## config.mk

```make
export PLATFORM = sky130hd
export DESIGN_NAME = decodeFrontEnd
export DESIGN_NICKNAME = d
export VERILOG_FILES = /design/src/verilog/gambitPkg.sv /design/src/verilog/fetchBuffer.sv /design/src/verilog/instrDecoder.sv /design/src/verilog/dispatchCtrl.sv /design/src/verilog/decodeFrontEnd.sv
export VERILOG_INCLUDE_DIRS = /design/src /design/src/verilog
export SDC_FILE = /design/constraint.sdc
export NUM_CORES = 1
export LEC_CHECK = 0
export BUFFER_PORTS_ARGS = -buffer_cell sky130_fd_sc_hd__buf_2
export CORE_MARGIN = 5
export CORE_UTILIZATION = 61
export DETAILED_ROUTE_END_ITERATION = 10
export PLACE_DENSITY = 0.94
export RECOVER_POWER = 25
export SYNTH_ARGS = -nofsm -noshare
export SYNTH_HDL_FRONTEND = slang
export SYNTH_SLANG_ARGS = --single-unit
```

## constraint.sdc

```tcl
create_clock -name clk -period 8.37 [get_ports clk]
set_input_delay 1.2555 -clock clk [delete_from_list [all_inputs] [get_ports clk]]
set_output_delay 1.2555 -clock clk [all_outputs]
set_load 0.1 [all_outputs]
```

## src/verilog/gambitCfg.svh

```systemverilog
`ifndef GAMBIT_CFG_SVH
`define GAMBIT_CFG_SVH

// ====================
// decode front end sizes
// ====================

// fetched instruction width
`define INSTR_W 52
// sign-extended constant width
`define CONST_W 52

// fetch buffer entries, also the credits the fetch unit starts with
`define FETCH_DEPTH 4

// issue queue entries available to dispatch after reset
`define IQ_CREDITS 4

// sequence tag width, wraps at 16
`define SEQ_W 4

`endif

```

## src/verilog/gambitPkg.sv

```systemverilog
`default_nettype none
`include "gambitCfg.svh"

package gambitPkg;

	// ====================
	// opcodes
	// ====================

	// decoded subset, grouped by unit
	typedef enum logic [6:0]
	{
		// alu group
		ADD_3R   = 7'h10, ADD_RI22  = 7'h11, ADD_RI35  = 7'h12,
		SUB_3R   = 7'h13, SUB_RI22  = 7'h14, SUB_RI35  = 7'h15,
		AND_3R   = 7'h16, AND_RI22  = 7'h17, AND_RI35  = 7'h18,
		OR_3R    = 7'h19, OR_RI22   = 7'h1A, OR_RI35   = 7'h1B,
		CMP_3R   = 7'h1C, CMP_RI22  = 7'h1D, CMP_RI35  = 7'h1E,
		CMPU_3R  = 7'h1F, CMPU_RI22 = 7'h20, CMPU_RI35 = 7'h21,
		// runs on alu0 only
		CSR      = 7'h0F,
		// memory group
		LD_D8    = 7'h40, LD_D22    = 7'h41, LD_D35    = 7'h42,
		LDB_D8   = 7'h43, LDB_D22   = 7'h44, LDB_D35   = 7'h45,
		ST_D8    = 7'h50, ST_D22    = 7'h51, ST_D35    = 7'h52,
		STB_D8   = 7'h53, STB_D22   = 7'h54, STB_D35   = 7'h55,
		// flow control
		JAL      = 7'h60,
		BRANCH0  = 7'h61,
		BRANCH1  = 7'h62,
		STPGRP   = 7'h6F
	} opcodeE;

	// memory access size
	typedef enum logic [2:0]
	{
		BYTE = 3'd0,
		WORD = 3'd1
	} memSizeE;

	// dispatch control state
	typedef enum logic [1:0]
	{
		IDLE  = 2'd0,
		ISSUE = 2'd1,
		STALL = 2'd2
	} dispStateE;

	// ====================
	// bundles
	// ====================

	// imm[0] sits at instruction bit 17
	// branch displacement is imm[11:0]
	typedef struct packed
	{
		logic [34:0] imm;
		// set for the non-indexed d8 form
		logic        one;
		// register fields, not decoded here
		logic [8:0]  regs;
		opcodeE      opcode;
	} instrT;

	// one fetch buffer entry
	typedef struct packed
	{
		instrT instr;
		logic  predictTaken;
	} fetchEntryT;

	// classification of one instruction
	typedef struct packed
	{
		logic                isAlu;
		logic                isAlu0;
		logic                isCmp;
		logic                isFlowCtrl;
		logic                isLoad;
		logic                isStore;
		logic                isMem;
		memSizeE             memSize;
		logic                isMemNdx;
		logic                isJal;
		logic                isBranch;
		logic                isRfw;
		logic                predictTaken;
		logic [`CONST_W-1:0] constVal;
	} decodeBusT;

	// what leaves toward the issue queue
	typedef struct packed
	{
		decodeBusT        bus;
		logic [`SEQ_W-1:0] seq;
	} dispatchT;

endpackage

`default_nettype wire

```

## src/verilog/fetchBuffer.sv

```systemverilog
`timescale 1ns/1ps
`default_nettype none
`include "gambitCfg.svh"

module fetchBuffer
(
	input  wire logic                  clk,
	input  wire logic                  rst,
	input  wire logic                  fetchValid,
	input  wire gambitPkg::fetchEntryT fetchEntry,
	input  wire logic                  pop,
	output gambitPkg::fetchEntryT      head,
	output logic                       notEmpty,
	output logic                       fetchCredit
);

	localparam int PTR_W = $clog2(`FETCH_DEPTH);
	localparam int CNT_W = $clog2(`FETCH_DEPTH + 1);
	localparam logic [PTR_W-1:0] LAST_PTR = PTR_W'(`FETCH_DEPTH - 1);

	// entry storage
	gambitPkg::fetchEntryT mem [`FETCH_DEPTH];

	logic [PTR_W-1:0] wrPtr;
	logic [PTR_W-1:0] rdPtr;
	logic [CNT_W-1:0] count;
	logic             full;

	// circular pointer step, works for any depth
	function automatic logic [PTR_W-1:0] nextPtr(input logic [PTR_W-1:0] ptr);
		nextPtr = (ptr == LAST_PTR) ? '0 : ptr + 1'b1;
	endfunction

	// ====================
	// storage
	// ====================

	// upstream only writes while it holds a credit
	always_ff @(posedge clk)
	begin
		if (fetchValid)
			mem[wrPtr] <= fetchEntry;
	end

	assign head     = mem[rdPtr];
	assign notEmpty = (count != '0);
	assign full     = (count == CNT_W'(`FETCH_DEPTH));

	// ====================
	// pointers and credits
	// ====================

	always_ff @(posedge clk)
	begin
		if (rst)
		begin
			wrPtr       <= '0;
			rdPtr       <= '0;
			count       <= '0;
			fetchCredit <= 1'b0;
		end
		else
		begin
			if (fetchValid)
				wrPtr <= nextPtr(wrPtr);
			if (pop)
				rdPtr <= nextPtr(rdPtr);
			// simultaneous write and pop leave the count alone
			case ({fetchValid, pop})
				2'b10:   count <= count + 1'b1;
				2'b01:   count <= count - 1'b1;
				default: count <= count;
			endcase
			// freed slot goes back upstream one cycle later
			fetchCredit <= pop;
		end
	end

	// fetch unit wrote without a credit
	aNoWriteFull: assert property (@(posedge clk) disable iff (rst) !(fetchValid && full))
		else $error("fetch buffer written while full");

	// dispatch popped an empty buffer
	aNoPopEmpty: assert property (@(posedge clk) disable iff (rst) pop |-> notEmpty)
		else $error("fetch buffer popped while empty");

endmodule

`default_nettype wire

```

## src/verilog/instrDecoder.sv

```systemverilog
`timescale 1ns/1ps
`default_nettype none
`include "gambitCfg.svh"

module instrDecoder
(
	input  wire gambitPkg::instrT instr,
	input  wire logic             predictTaken,
	output gambitPkg::decodeBusT  decoded
);

	// ====================
	// classification
	// ====================

	// every alu group opcode, csr included
	function automatic logic isAluOp(input gambitPkg::opcodeE op);
		case (op)
			gambitPkg::ADD_3R, gambitPkg::ADD_RI22, gambitPkg::ADD_RI35,
			gambitPkg::SUB_3R, gambitPkg::SUB_RI22, gambitPkg::SUB_RI35,
			gambitPkg::AND_3R, gambitPkg::AND_RI22, gambitPkg::AND_RI35,
			gambitPkg::OR_3R, gambitPkg::OR_RI22, gambitPkg::OR_RI35,
			gambitPkg::CMP_3R, gambitPkg::CMP_RI22, gambitPkg::CMP_RI35,
			gambitPkg::CMPU_3R, gambitPkg::CMPU_RI22, gambitPkg::CMPU_RI35,
			gambitPkg::CSR:
				isAluOp = 1'b1;
			default:
				isAluOp = 1'b0;
		endcase
	endfunction

	// signed and unsigned compares
	function automatic logic isCmpOp(input gambitPkg::opcodeE op);
		case (op)
			gambitPkg::CMP_3R, gambitPkg::CMP_RI22, gambitPkg::CMP_RI35,
			gambitPkg::CMPU_3R, gambitPkg::CMPU_RI22, gambitPkg::CMPU_RI35:
				isCmpOp = 1'b1;
			default:
				isCmpOp = 1'b0;
		endcase
	endfunction

	function automatic logic isLoadOp(input gambitPkg::opcodeE op);
		case (op)
			gambitPkg::LD_D8, gambitPkg::LD_D22, gambitPkg::LD_D35,
			gambitPkg::LDB_D8, gambitPkg::LDB_D22, gambitPkg::LDB_D35:
				isLoadOp = 1'b1;
			default:
				isLoadOp = 1'b0;
		endcase
	endfunction

	function automatic logic isStoreOp(input gambitPkg::opcodeE op);
		case (op)
			gambitPkg::ST_D8, gambitPkg::ST_D22, gambitPkg::ST_D35,
			gambitPkg::STB_D8, gambitPkg::STB_D22, gambitPkg::STB_D35:
				isStoreOp = 1'b1;
			default:
				isStoreOp = 1'b0;
		endcase
	endfunction

	// byte forms, everything else moves a word
	function automatic gambitPkg::memSizeE memSizeOf(input gambitPkg::opcodeE op);
		case (op)
			gambitPkg::LDB_D8, gambitPkg::LDB_D22, gambitPkg::LDB_D35,
			gambitPkg::STB_D8, gambitPkg::STB_D22, gambitPkg::STB_D35:
				memSizeOf = gambitPkg::BYTE;
			default:
				memSizeOf = gambitPkg::WORD;
		endcase
	endfunction

	// d8 memory forms are indexed unless the one bit is set
	function automatic logic isMemNdxOp(input gambitPkg::instrT isn);
		case (isn.opcode)
			gambitPkg::LD_D8, gambitPkg::LDB_D8, gambitPkg::ST_D8, gambitPkg::STB_D8:
				isMemNdxOp = ~isn.one;
			default:
				isMemNdxOp = 1'b0;
		endcase
	endfunction

	function automatic logic isFlowCtrlOp(input gambitPkg::opcodeE op);
		case (op)
			gambitPkg::JAL, gambitPkg::BRANCH0, gambitPkg::BRANCH1, gambitPkg::STPGRP:
				isFlowCtrlOp = 1'b1;
			default:
				isFlowCtrlOp = 1'b0;
		endcase
	endfunction

	// predictable branches only
	function automatic logic isBranchOp(input gambitPkg::opcodeE op);
		isBranchOp = (op == gambitPkg::BRANCH0) || (op == gambitPkg::BRANCH1);
	endfunction

	// 8 bit immediate or displacement field
	function automatic logic hasConst8(input gambitPkg::opcodeE op);
		case (op)
			gambitPkg::ADD_3R, gambitPkg::SUB_3R, gambitPkg::AND_3R,
			gambitPkg::OR_3R, gambitPkg::CMP_3R, gambitPkg::CMPU_3R,
			gambitPkg::LD_D8, gambitPkg::LDB_D8, gambitPkg::ST_D8, gambitPkg::STB_D8:
				hasConst8 = 1'b1;
			default:
				hasConst8 = 1'b0;
		endcase
	endfunction

	// 22 bit field
	function automatic logic hasConst22(input gambitPkg::opcodeE op);
		case (op)
			gambitPkg::ADD_RI22, gambitPkg::SUB_RI22, gambitPkg::AND_RI22,
			gambitPkg::OR_RI22, gambitPkg::CMP_RI22, gambitPkg::CMPU_RI22,
			gambitPkg::LD_D22, gambitPkg::LDB_D22, gambitPkg::ST_D22, gambitPkg::STB_D22:
				hasConst22 = 1'b1;
			default:
				hasConst22 = 1'b0;
		endcase
	endfunction

	// ====================
	// bundle
	// ====================

	always_comb
	begin
		decoded.isAlu        = isAluOp(instr.opcode);
		decoded.isAlu0       = (instr.opcode == gambitPkg::CSR);
		decoded.isCmp        = isCmpOp(instr.opcode);
		decoded.isFlowCtrl   = isFlowCtrlOp(instr.opcode);
		decoded.isLoad       = isLoadOp(instr.opcode);
		decoded.isStore      = isStoreOp(instr.opcode);
		// loads and stores are the whole memory group
		decoded.isMem        = isLoadOp(instr.opcode) | isStoreOp(instr.opcode);
		decoded.memSize      = memSizeOf(instr.opcode);
		decoded.isMemNdx     = isMemNdxOp(instr);
		decoded.isJal        = (instr.opcode == gambitPkg::JAL);
		decoded.isBranch     = isBranchOp(instr.opcode);
		// stores, branches and stpgrp write no register
		decoded.isRfw        = ~(isStoreOp(instr.opcode) | isBranchOp(instr.opcode)
			| (instr.opcode == gambitPkg::STPGRP));
		decoded.predictTaken = predictTaken;
		// branch displacement wins, then the narrowest immediate
		if (isBranchOp(instr.opcode))
			decoded.constVal = {{(`CONST_W - 12){instr.imm[11]}}, instr.imm[11:0]};
		else if (hasConst8(instr.opcode))
			decoded.constVal = {{(`CONST_W - 8){instr.imm[7]}}, instr.imm[7:0]};
		else if (hasConst22(instr.opcode))
			decoded.constVal = {{(`CONST_W - 22){instr.imm[21]}}, instr.imm[21:0]};
		else
			decoded.constVal = {{(`CONST_W - 35){instr.imm[34]}}, instr.imm[34:0]};
	end

endmodule

`default_nettype wire

```

## src/verilog/dispatchCtrl.sv

```systemverilog
`timescale 1ns/1ps
`default_nettype none
`include "gambitCfg.svh"

module dispatchCtrl
(
	input  wire logic                 clk,
	input  wire logic                 rst,
	input  wire logic                 notEmpty,
	input  wire gambitPkg::decodeBusT decoded,
	input  wire logic                 iqCredit,
	output logic                      pop,
	output logic                      dispValid,
	output gambitPkg::dispatchT       dispOut
);

	localparam int CRED_W = $clog2(`IQ_CREDITS + 1);

	// free issue queue slots
	logic [CRED_W-1:0] creditCnt;
	gambitPkg::dispStateE dispState;
	// tag for the next dispatch
	logic [`SEQ_W-1:0] seqTag;

	// ====================
	// state and pop
	// ====================

	// nothing waiting, dispatching, or waiting on credits
	always_comb
	begin
		if (!notEmpty)
			dispState = gambitPkg::IDLE;
		else if (creditCnt != '0)
			dispState = gambitPkg::ISSUE;
		else
			dispState = gambitPkg::STALL;
	end

	assign pop = (dispState == gambitPkg::ISSUE);

	// ====================
	// counters
	// ====================

	always_ff @(posedge clk)
	begin
		if (rst)
		begin
			creditCnt <= CRED_W'(`IQ_CREDITS);
			seqTag    <= '0;
			dispValid <= 1'b0;
		end
		else
		begin
			// a return and a dispatch in one cycle cancel
			case ({pop, iqCredit})
				2'b10:   creditCnt <= creditCnt - 1'b1;
				2'b01:   creditCnt <= creditCnt + 1'b1;
				default: creditCnt <= creditCnt;
			endcase
			// tag wraps naturally at the field width
			if (pop)
				seqTag <= seqTag + 1'b1;
			dispValid <= pop;
		end
	end

	// output register, payload only
	always_ff @(posedge clk)
	begin
		if (pop)
		begin
			dispOut.bus <= decoded;
			dispOut.seq <= seqTag;
		end
	end

	// issue queue returned a credit it never received
	aCreditLimit: assert property (@(posedge clk) disable iff (rst)
		(iqCredit && !pop) |-> (creditCnt < CRED_W'(`IQ_CREDITS)))
		else $error("issue credit count above limit");

endmodule

`default_nettype wire

```

## src/verilog/decodeFrontEnd.sv

```systemverilog
`timescale 1ns/1ps
`default_nettype none

module decodeFrontEnd
(
	input  wire logic                  clk,
	input  wire logic                  rst,
	input  wire logic                  fetchValid,
	input  wire gambitPkg::fetchEntryT fetchEntry,
	input  wire logic                  iqCredit,
	output logic                       fetchCredit,
	output logic                       dispValid,
	output gambitPkg::dispatchT        dispOut
);

	// oldest buffered entry
	gambitPkg::fetchEntryT head;
	logic                  notEmpty;
	logic                  pop;
	// classification of the head entry
	gambitPkg::decodeBusT  decoded;

	// ====================
	// fetch side
	// ====================

	fetchBuffer i_fetchBuffer
	(
		.clk         (clk),
		.rst         (rst),
		.fetchValid  (fetchValid),
		.fetchEntry  (fetchEntry),
		.pop         (pop),
		.head        (head),
		.notEmpty    (notEmpty),
		.fetchCredit (fetchCredit)
	);

	// decode is combinational on the head
	instrDecoder i_instrDecoder
	(
		.instr        (head.instr),
		.predictTaken (head.predictTaken),
		.decoded      (decoded)
	);

	// ====================
	// dispatch side
	// ====================

	dispatchCtrl i_dispatchCtrl
	(
		.clk       (clk),
		.rst       (rst),
		.notEmpty  (notEmpty),
		.decoded   (decoded),
		.iqCredit  (iqCredit),
		.pop       (pop),
		.dispValid (dispValid),
		.dispOut   (dispOut)
	);

endmodule

`default_nettype wire

```

* After elaboration in Yosys (flattened, before gate mapping)
Memory sizes are Yosys's and may differ from the RTL's. A register that Yosys moved wholly into a read port is not among the register bits.
Index checks and enable logic that the tools add are counted.
** Storage, ports and cells
- Bits in registers :: 85
- Memory bits (writable) :: 212
- ROM bits :: 64
- Input port bits :: 57
- Output and inout port bits :: 73
- Word-level logic and storage cells :: 108
- Memories kept :: 2
** Cells by class
- Add/subtract/negate cells :: 7
- Equal/unequal tests :: 38
- Mux-type cells :: 23
- Bitwise gates (word level) :: 5
- Reduce and logical (&&, ||, !) cells :: 13
** Memory list
- i_fetchBuffer.mem :: words 4, bits a word 53, rd ports 1, clocked after memory_dff 1, wr ports 1, line fetchBuffer.sv:22 : gambitPkg::fetchEntryT mem [`FETCH_DEPTH];
- (name not given) :: words 64, bits a word 1, rd ports 1, clocked after memory_dff 1, wr ports 0, line instrDecoder.sv:18 : case (op)
** Operators by type and width (number)
- 2-to-1 mux 52 bit :: 3
- == test 7 bit, second input constant :: 16
- == test 7 x 5 -> 1 bit, second input constant :: 12
- OR reduction 6 bit :: 4
- OR reduction 10 bit :: 2
- == test 7 x 6 -> 1 bit, second input constant :: 2
- 2-to-1 mux 1 bit :: 12
- 2-to-1 mux 2 bit :: 6
- case mux 3 bit (2 select lines) :: 2
- == test 2 bit, second input constant :: 4
- OR reduction 4 bit :: 2
- == test 7 x 4 -> 1 bit, second input constant :: 1
- adder 3 x 1 -> 3 bit, second input constant :: 2
- == test 2 x 1 -> 1 bit, second input constant :: 3
- nonzero test 3 bit :: 2
- subtractor 3 x 1 -> 3 bit, second input constant :: 2
- adder 2 x 1 -> 2 bit, second input constant :: 2
- adder 4 x 1 -> 4 bit, second input constant :: 1
- nonzero test 2 bit :: 2
- bitwise OR 1 bit :: 3
- inverter 1 bit :: 2
- logical OR 1 bit :: 1

* Longest topological paths before layout
- Word-level depth :: 9
- Mapped depth :: 9
- Depth with buffers taken out :: 9

* By module
From an unflattened synthesis, not the netlist that was laid out.
** Second synthesis, totals
- Cells, all modules :: 566
- Area, all modules :: 11643.7 µm²
** Modules (own cells, without submodules)
- fetchBuffer :: times used 1, cells each 323, area an instance 8171.6 µm², seq. area each 6566.3 µm²
- dispatchCtrl :: times used 1, cells each 106, area an instance 2496.1 µm², seq. area each 2292.2 µm²
- instrDecoder :: times used 1, cells each 137, area an instance 975.9 µm², seq. area each 0.0 µm²

* Least setup slack after synthesis
Ideal clock, no wire load.
- Kind :: reg-to-reg
- From :: register i_dispatchCtrl.creditCnt[0]
- To :: register i_dispatchCtrl.creditCnt[2]
- Setup time :: 0.132 ns
- Arrival time :: 4.520 ns
- Data required time :: 8.238 ns
- Path slack :: 3.718 ns
- Cell stages (with the launch flop) :: 10
- Buffers on the path :: 0
- Clock period less this slack :: 4.652 ns
- Cells stage by stage :: dfxtp_1 nor3_1 nor2_1 inv_1 ha_1 inv_1 fa_1 xor2_1 nor3_1 or3b_2
** Between the ends
- Cells in the longest elaborated chain, start to end :: 6
- Elaborated cells between the ends (all ways) :: 10
- Classes of those cells :: 2 x add/sub; 3 x eq/ne; 3 x mux; 2 x reduce/logical
** RTL lines
- start, declared :: line dispatchCtrl.sv:20 : logic [CRED_W-1:0] creditCnt;
- start signal, assigned :: line dispatchCtrl.sv:50 : creditCnt <= CRED_W'(`IQ_CREDITS);
- start signal, assigned :: line dispatchCtrl.sv:58 : 2'b10: creditCnt <= creditCnt - 1'b1;
- start signal, assigned :: line dispatchCtrl.sv:59 : 2'b01: creditCnt <= creditCnt + 1'b1;
- nonzero test 3 bit * :: line dispatchCtrl.sv:34 : else if (creditCnt != '0)
- 2-to-1 mux 2 bit * :: line dispatchCtrl.sv:34
- 2-to-1 mux 2 bit * :: line dispatchCtrl.sv:32 : if (!notEmpty)
- == test 2 x 1 -> 1 bit * :: line dispatchCtrl.sv:40 : assign pop = (dispState == gambitPkg::ISSUE);
- net i_dispatchCtrl.pop :: line dispatchCtrl.sv:12 : output logic pop,
- == test 2 x 1 -> 1 bit or == test 2 bit (tied branches) :: line dispatchCtrl.sv:57 : case ({pop, iqCredit})
- case mux 3 bit (2 select lines) or nonzero test 2 bit (tied branches)
The timed path passes the listed nets; every way through them passes the cells marked *.
A chain may end at the register's enable or synchronous reset.

==> results list <==
* Run status: finished, final reports clean
- Die Footprint: 18,310 µm²
* Area of the multi-input gates: 2014 µm²
* Via count: 4,793
- Relative to the synthesized area, the layout overhead comes to 15.07%.
- Die extent in y: 135.3 µm
* Core area: 15,310 µm²
- RSZ-0062 raised after global routing: false
* Resized Gates After CTS: 0
* Detail-routed via count per cell: 5.665
- Type of the setup path with the least slack: reg2reg
* Async SR Flop Fraction: 0
- For this configuration, the core starts out at a cell density of 0.6256.
- Post-Synthesis Cells: 509
* Drt pass-1 iters: 7
- After layout, the minimum clock period comes to 4123 ps.
- Buffers inserted during post-CTS setup optimization: 0
- At the worst endpoint, the arrival time is 4350 ps.
- Wires add up to 17,300 µm.
- The number of pins exceeding their max-slew limit in the final report is 0.
* Synth warnings: 0
- Multiplexer share of the synthesized area: 0.1076
* TritonCTS sink count: 245
- In the finished design, the share of the clock period the worst path needs comes to 0.4926.
* Post-synthesis share of cell area spent on and, or, nand and nor gates: 0.04153
- Compound-gate portion of the synthesized area: 0.03356
- Cell count along the critical path: 6
- Kind of launch point of the worst setup path: register
* Syn_area_per_cell: 18.82 µm²
- The signal on the critical path passes through mux4_2 -> xor2_1 -> a2111oi_2 -> a211oi_1 -> and3_4 -> o21ai_0.
- At the end of routability-driven placement, the weighted congestion stood at 0.7822.
- The netlist uses 48 different library cells.
- Clock-pin slew was measured on the worst setup and hold paths at 60 ps.
* Register area: 7192 µm²
* Final core utilization: 0.7199
* Clock latency of the later-clocked register in the worst-skew pair: 500 ps
- Sum Neg Setup Slack: 0 ps
- Detailed placement finished with a half-perimeter wire length of 10,640 µm.
- Wl on met1: 6625 µm
- Vias in the first global route: 4,945
- In this run the number of H-tree levels came out at 1.
* Clock tree from TritonCTS: done
* Number of max-cap violations: 0
- Violation count after the first detailed-route iteration: 334
* Number of cells traversed by the worst hold path: 0
- In the final design database the tool counted 684 nets.
- After synthesis the cells add up to 9580 µm².
* Nature of the critical path endpoint: register
- For the pin with the worst max-slew slack, the measured transition is 1220 ps.
* Final Setup Violations: 0
- After synthesis, the largest family of logic cells by area is multiplexers.
* Synth Area in Adders: 0.01463
- Clock tree skew after final layout: 11.31 ps
- Of the total synthesized cell area, the portion taken by XOR and XNOR cells is 0.01084.
- Most used DFF post-synth: edfxtp_1
* First-pass GRT wire length: 27,040 µm
* Count of nets left with antenna violations after detail routing: 0
- The largest single stage delay on the critical path is 1010 ps.
- For this design the top-level I/O count stands at 130.
- Average routed wire per standard cell: 20.45 µm
- Register bit total from synthesis: 245
- Post-synth EDFFs: 228
* Slowest library cell on the worst path: a211oi_1
- The cell sitting at the root of the clock tree is a clkbuf_16.
- Placement Rows: 45
- Entering global routing, the biggest net connects 60 pins.
* Sequential share of the synthesized area: 0.7502
- After detailed routing, the number of remaining DRC violations is 0.
- Fillcell total: 916
- Final hold slack: 474.0 ps
* Port Buf Inserts: 118
- Diodes inserted: 0
- In the final layout, the share of cells above drive strength 1 is 0.3008.
- The worst pin sits at a relative slew slack of 0.1820.
- Hold repair after CTS inserted 0 buffers.
* Path depth of the worst reg2reg path: 6
* Overall die width: 135.3 µm
- Global routing finished with a remaining overflow of 0.
* All-Layer GR Usage: 0.1930
* Worst min-delay path class: reg2reg
- In the detailed route, the total length drawn on met2 is 8931 µm.
- Largest driver fanout on the critical path: 44
- Derived from the worst setup path, the maximum achievable clock frequency is 0.2425 GHz.
* Highest Signal Layer: met5
* Total clock buffers created by CTS: 25
- STA puts the critical path data required time at 8600 ps.
- The critical path contains buffers and inverters numbering 0 combined.
- After detailed routing, the met3 layer carries 1171 µm of wire.
- The initial antenna violation count came to 1.
- The total count of hold-check failures in the final report came to 0.
- The cell family contributing the most delay on the critical path is compound AO/OA/AOI/OAI gates.
* Clk buf depth: 3
## path summary, 6_finish.rpt
| kind | from | endpoint | slack, ps |
|---|---|---|---|
| worst min register to register | i_dispatchCtrl.seqTag[3]$_SDFFE_PP0P_ | i_dispatchCtrl.dispOut[3]$_DFFE_PP_ | 470 |
| worst min-delay path | i_dispatchCtrl.seqTag[3]$_SDFFE_PP0P_ | i_dispatchCtrl.dispOut[3]$_DFFE_PP_ | 470 |
| worst max-delay path | register | i_dispatchCtrl.dispOut[27]$_DFFE_PP_ | 4250 |
| worst max register to register | register | i_dispatchCtrl.dispOut[27]$_DFFE_PP_ | 4250 |
## layer usage
| layer | global-route usage | up-vias |
|---|---|---|
| li1 | - | 2168 |
| met3 | 0.03678 | 41 |
| met5 | 0 | - |
| met2 | 0.3346 | 185 |
| met4 | 0.06775 | 2 |
| met1 | 0.2465 | 2397 |
## sequential cells by signal (all words and copies together), names as in the netlist, named ones only
signal                    count
i_fetchBuffer.wrPtr           2
i_dispatchCtrl.dispValid      1
i_dispatchCtrl.creditCnt      3
i_fetchBuffer.rdPtr           2
i_dispatchCtrl.seqTag         4
i_dispatchCtrl.dispOut       52
i_fetchBuffer.mem           176
i_fetchBuffer.count           3
## worst reg2reg max path: stages (launching register included)
cell and delay, ps:
dfxtp_4 920, mux4_2 810, xor2_1 290, a2111oi_2 110, a211oi_1 1010, and3_4 550
o21ai_0 150
## through the flow
stage / area [µm²] / setup slack, ps / std cells
floorplan: 9584 / 3718 / 510
global placement: 10200 / 4398 / 801
detailed placement: 10200 / 4298 / 801
CTS: 11070 / 4225 / 846
global route: 11020 / 3885 / 846
finish: 11020 / 4247 / 846
## cells in the final DEF, fill, tap and decap left out, types with 4 or more instances in the layout
cell / netlist / layout
or3_1: 4 / 4
clkbuf_1: 5 / 42
edfxtp_1: 228 / 228
inv_1: 36 / 36
clkinv_2: 0 / 4
mux2i_1: 4 / 4
nor3_1: 7 / 7
o21ai_0: 22 / 22
nand2b_1: 5 / 5
a21oi_1: 10 / 10
mux4_2: 44 / 44
nand2_1: 4 / 4
clkbuf_16: 0 / 25
xor2_1: 9 / 9
ha_1: 8 / 8
nor2_1: 20 / 19
dfxtp_1: 17 / 15
o21ai_2: 10 / 10
buf_2: 6 / 79
nor4_1: 4 / 4
and2_2: 0 / 4
bufinv_16: 0 / 4
clkbuf_8: 0 / 4
## cell usage after synthesis, types with 2 or more instances
| library cell | instances | area (µm²) |
|---|---|---|
| a211oi_1 | 2 | 15.01 |
| a21oi_1 | 10 | 50.05 |
| and2_1 | 5 | 31.28 |
| buf_1 | 3 | 11.26 |
| buf_2 | 6 | 30.03 |
| buf_4 | 20 | 150.1 |
| buf_6 | 4 | 45.04 |
| clkbuf_1 | 5 | 18.77 |
| dfxtp_1 | 17 | 340.3 |
| edfxtp_1 | 228 | 6847 |
| fa_1 | 2 | 40.04 |
| ha_1 | 8 | 100.1 |
| inv_1 | 36 | 135.1 |
| mux2i_1 | 4 | 40.04 |
| mux4_2 | 44 | 991.0 |
| nand2_1 | 4 | 15.01 |
| nand2b_1 | 5 | 31.28 |
| nor2_1 | 20 | 75.07 |
| nor2b_1 | 3 | 18.77 |
| nor3_1 | 7 | 35.03 |
| nor4_1 | 4 | 25.02 |
| o21ai_0 | 22 | 110.1 |
| o21ai_2 | 10 | 87.58 |
| or2_2 | 3 | 18.77 |
| or3_1 | 4 | 25.02 |
| or3b_1 | 2 | 17.52 |
| or4bb_1 | 2 | 22.52 |
| xor2_1 | 9 | 78.83 |
## area by class of cell
type,instances,area share
flip-flops and latches,245,0.6524
multi-input cells,190,0.1827
clock buffers,32,0.06276
repair buffers,119,0.04982
well taps,211,0.02395
clock inverters,13,0.01612
inverters,36,0.01226
## cells by family (layout without fill, tap and decap cells)
logic type                 Yosys count  in the layout
xor gates and xnor gates            11             11
and+or+nand+nor                     69             69
adders and majority gates           10             10
DFF                                245            245
other                                1              2
AOI/OAI and AO/OA                   50             50
buffers and inverters               75            200
muxes                               48             48
Power is not shown: default switching activity piles up to over one toggle a cycle in this logic, so the estimate is an artifact.
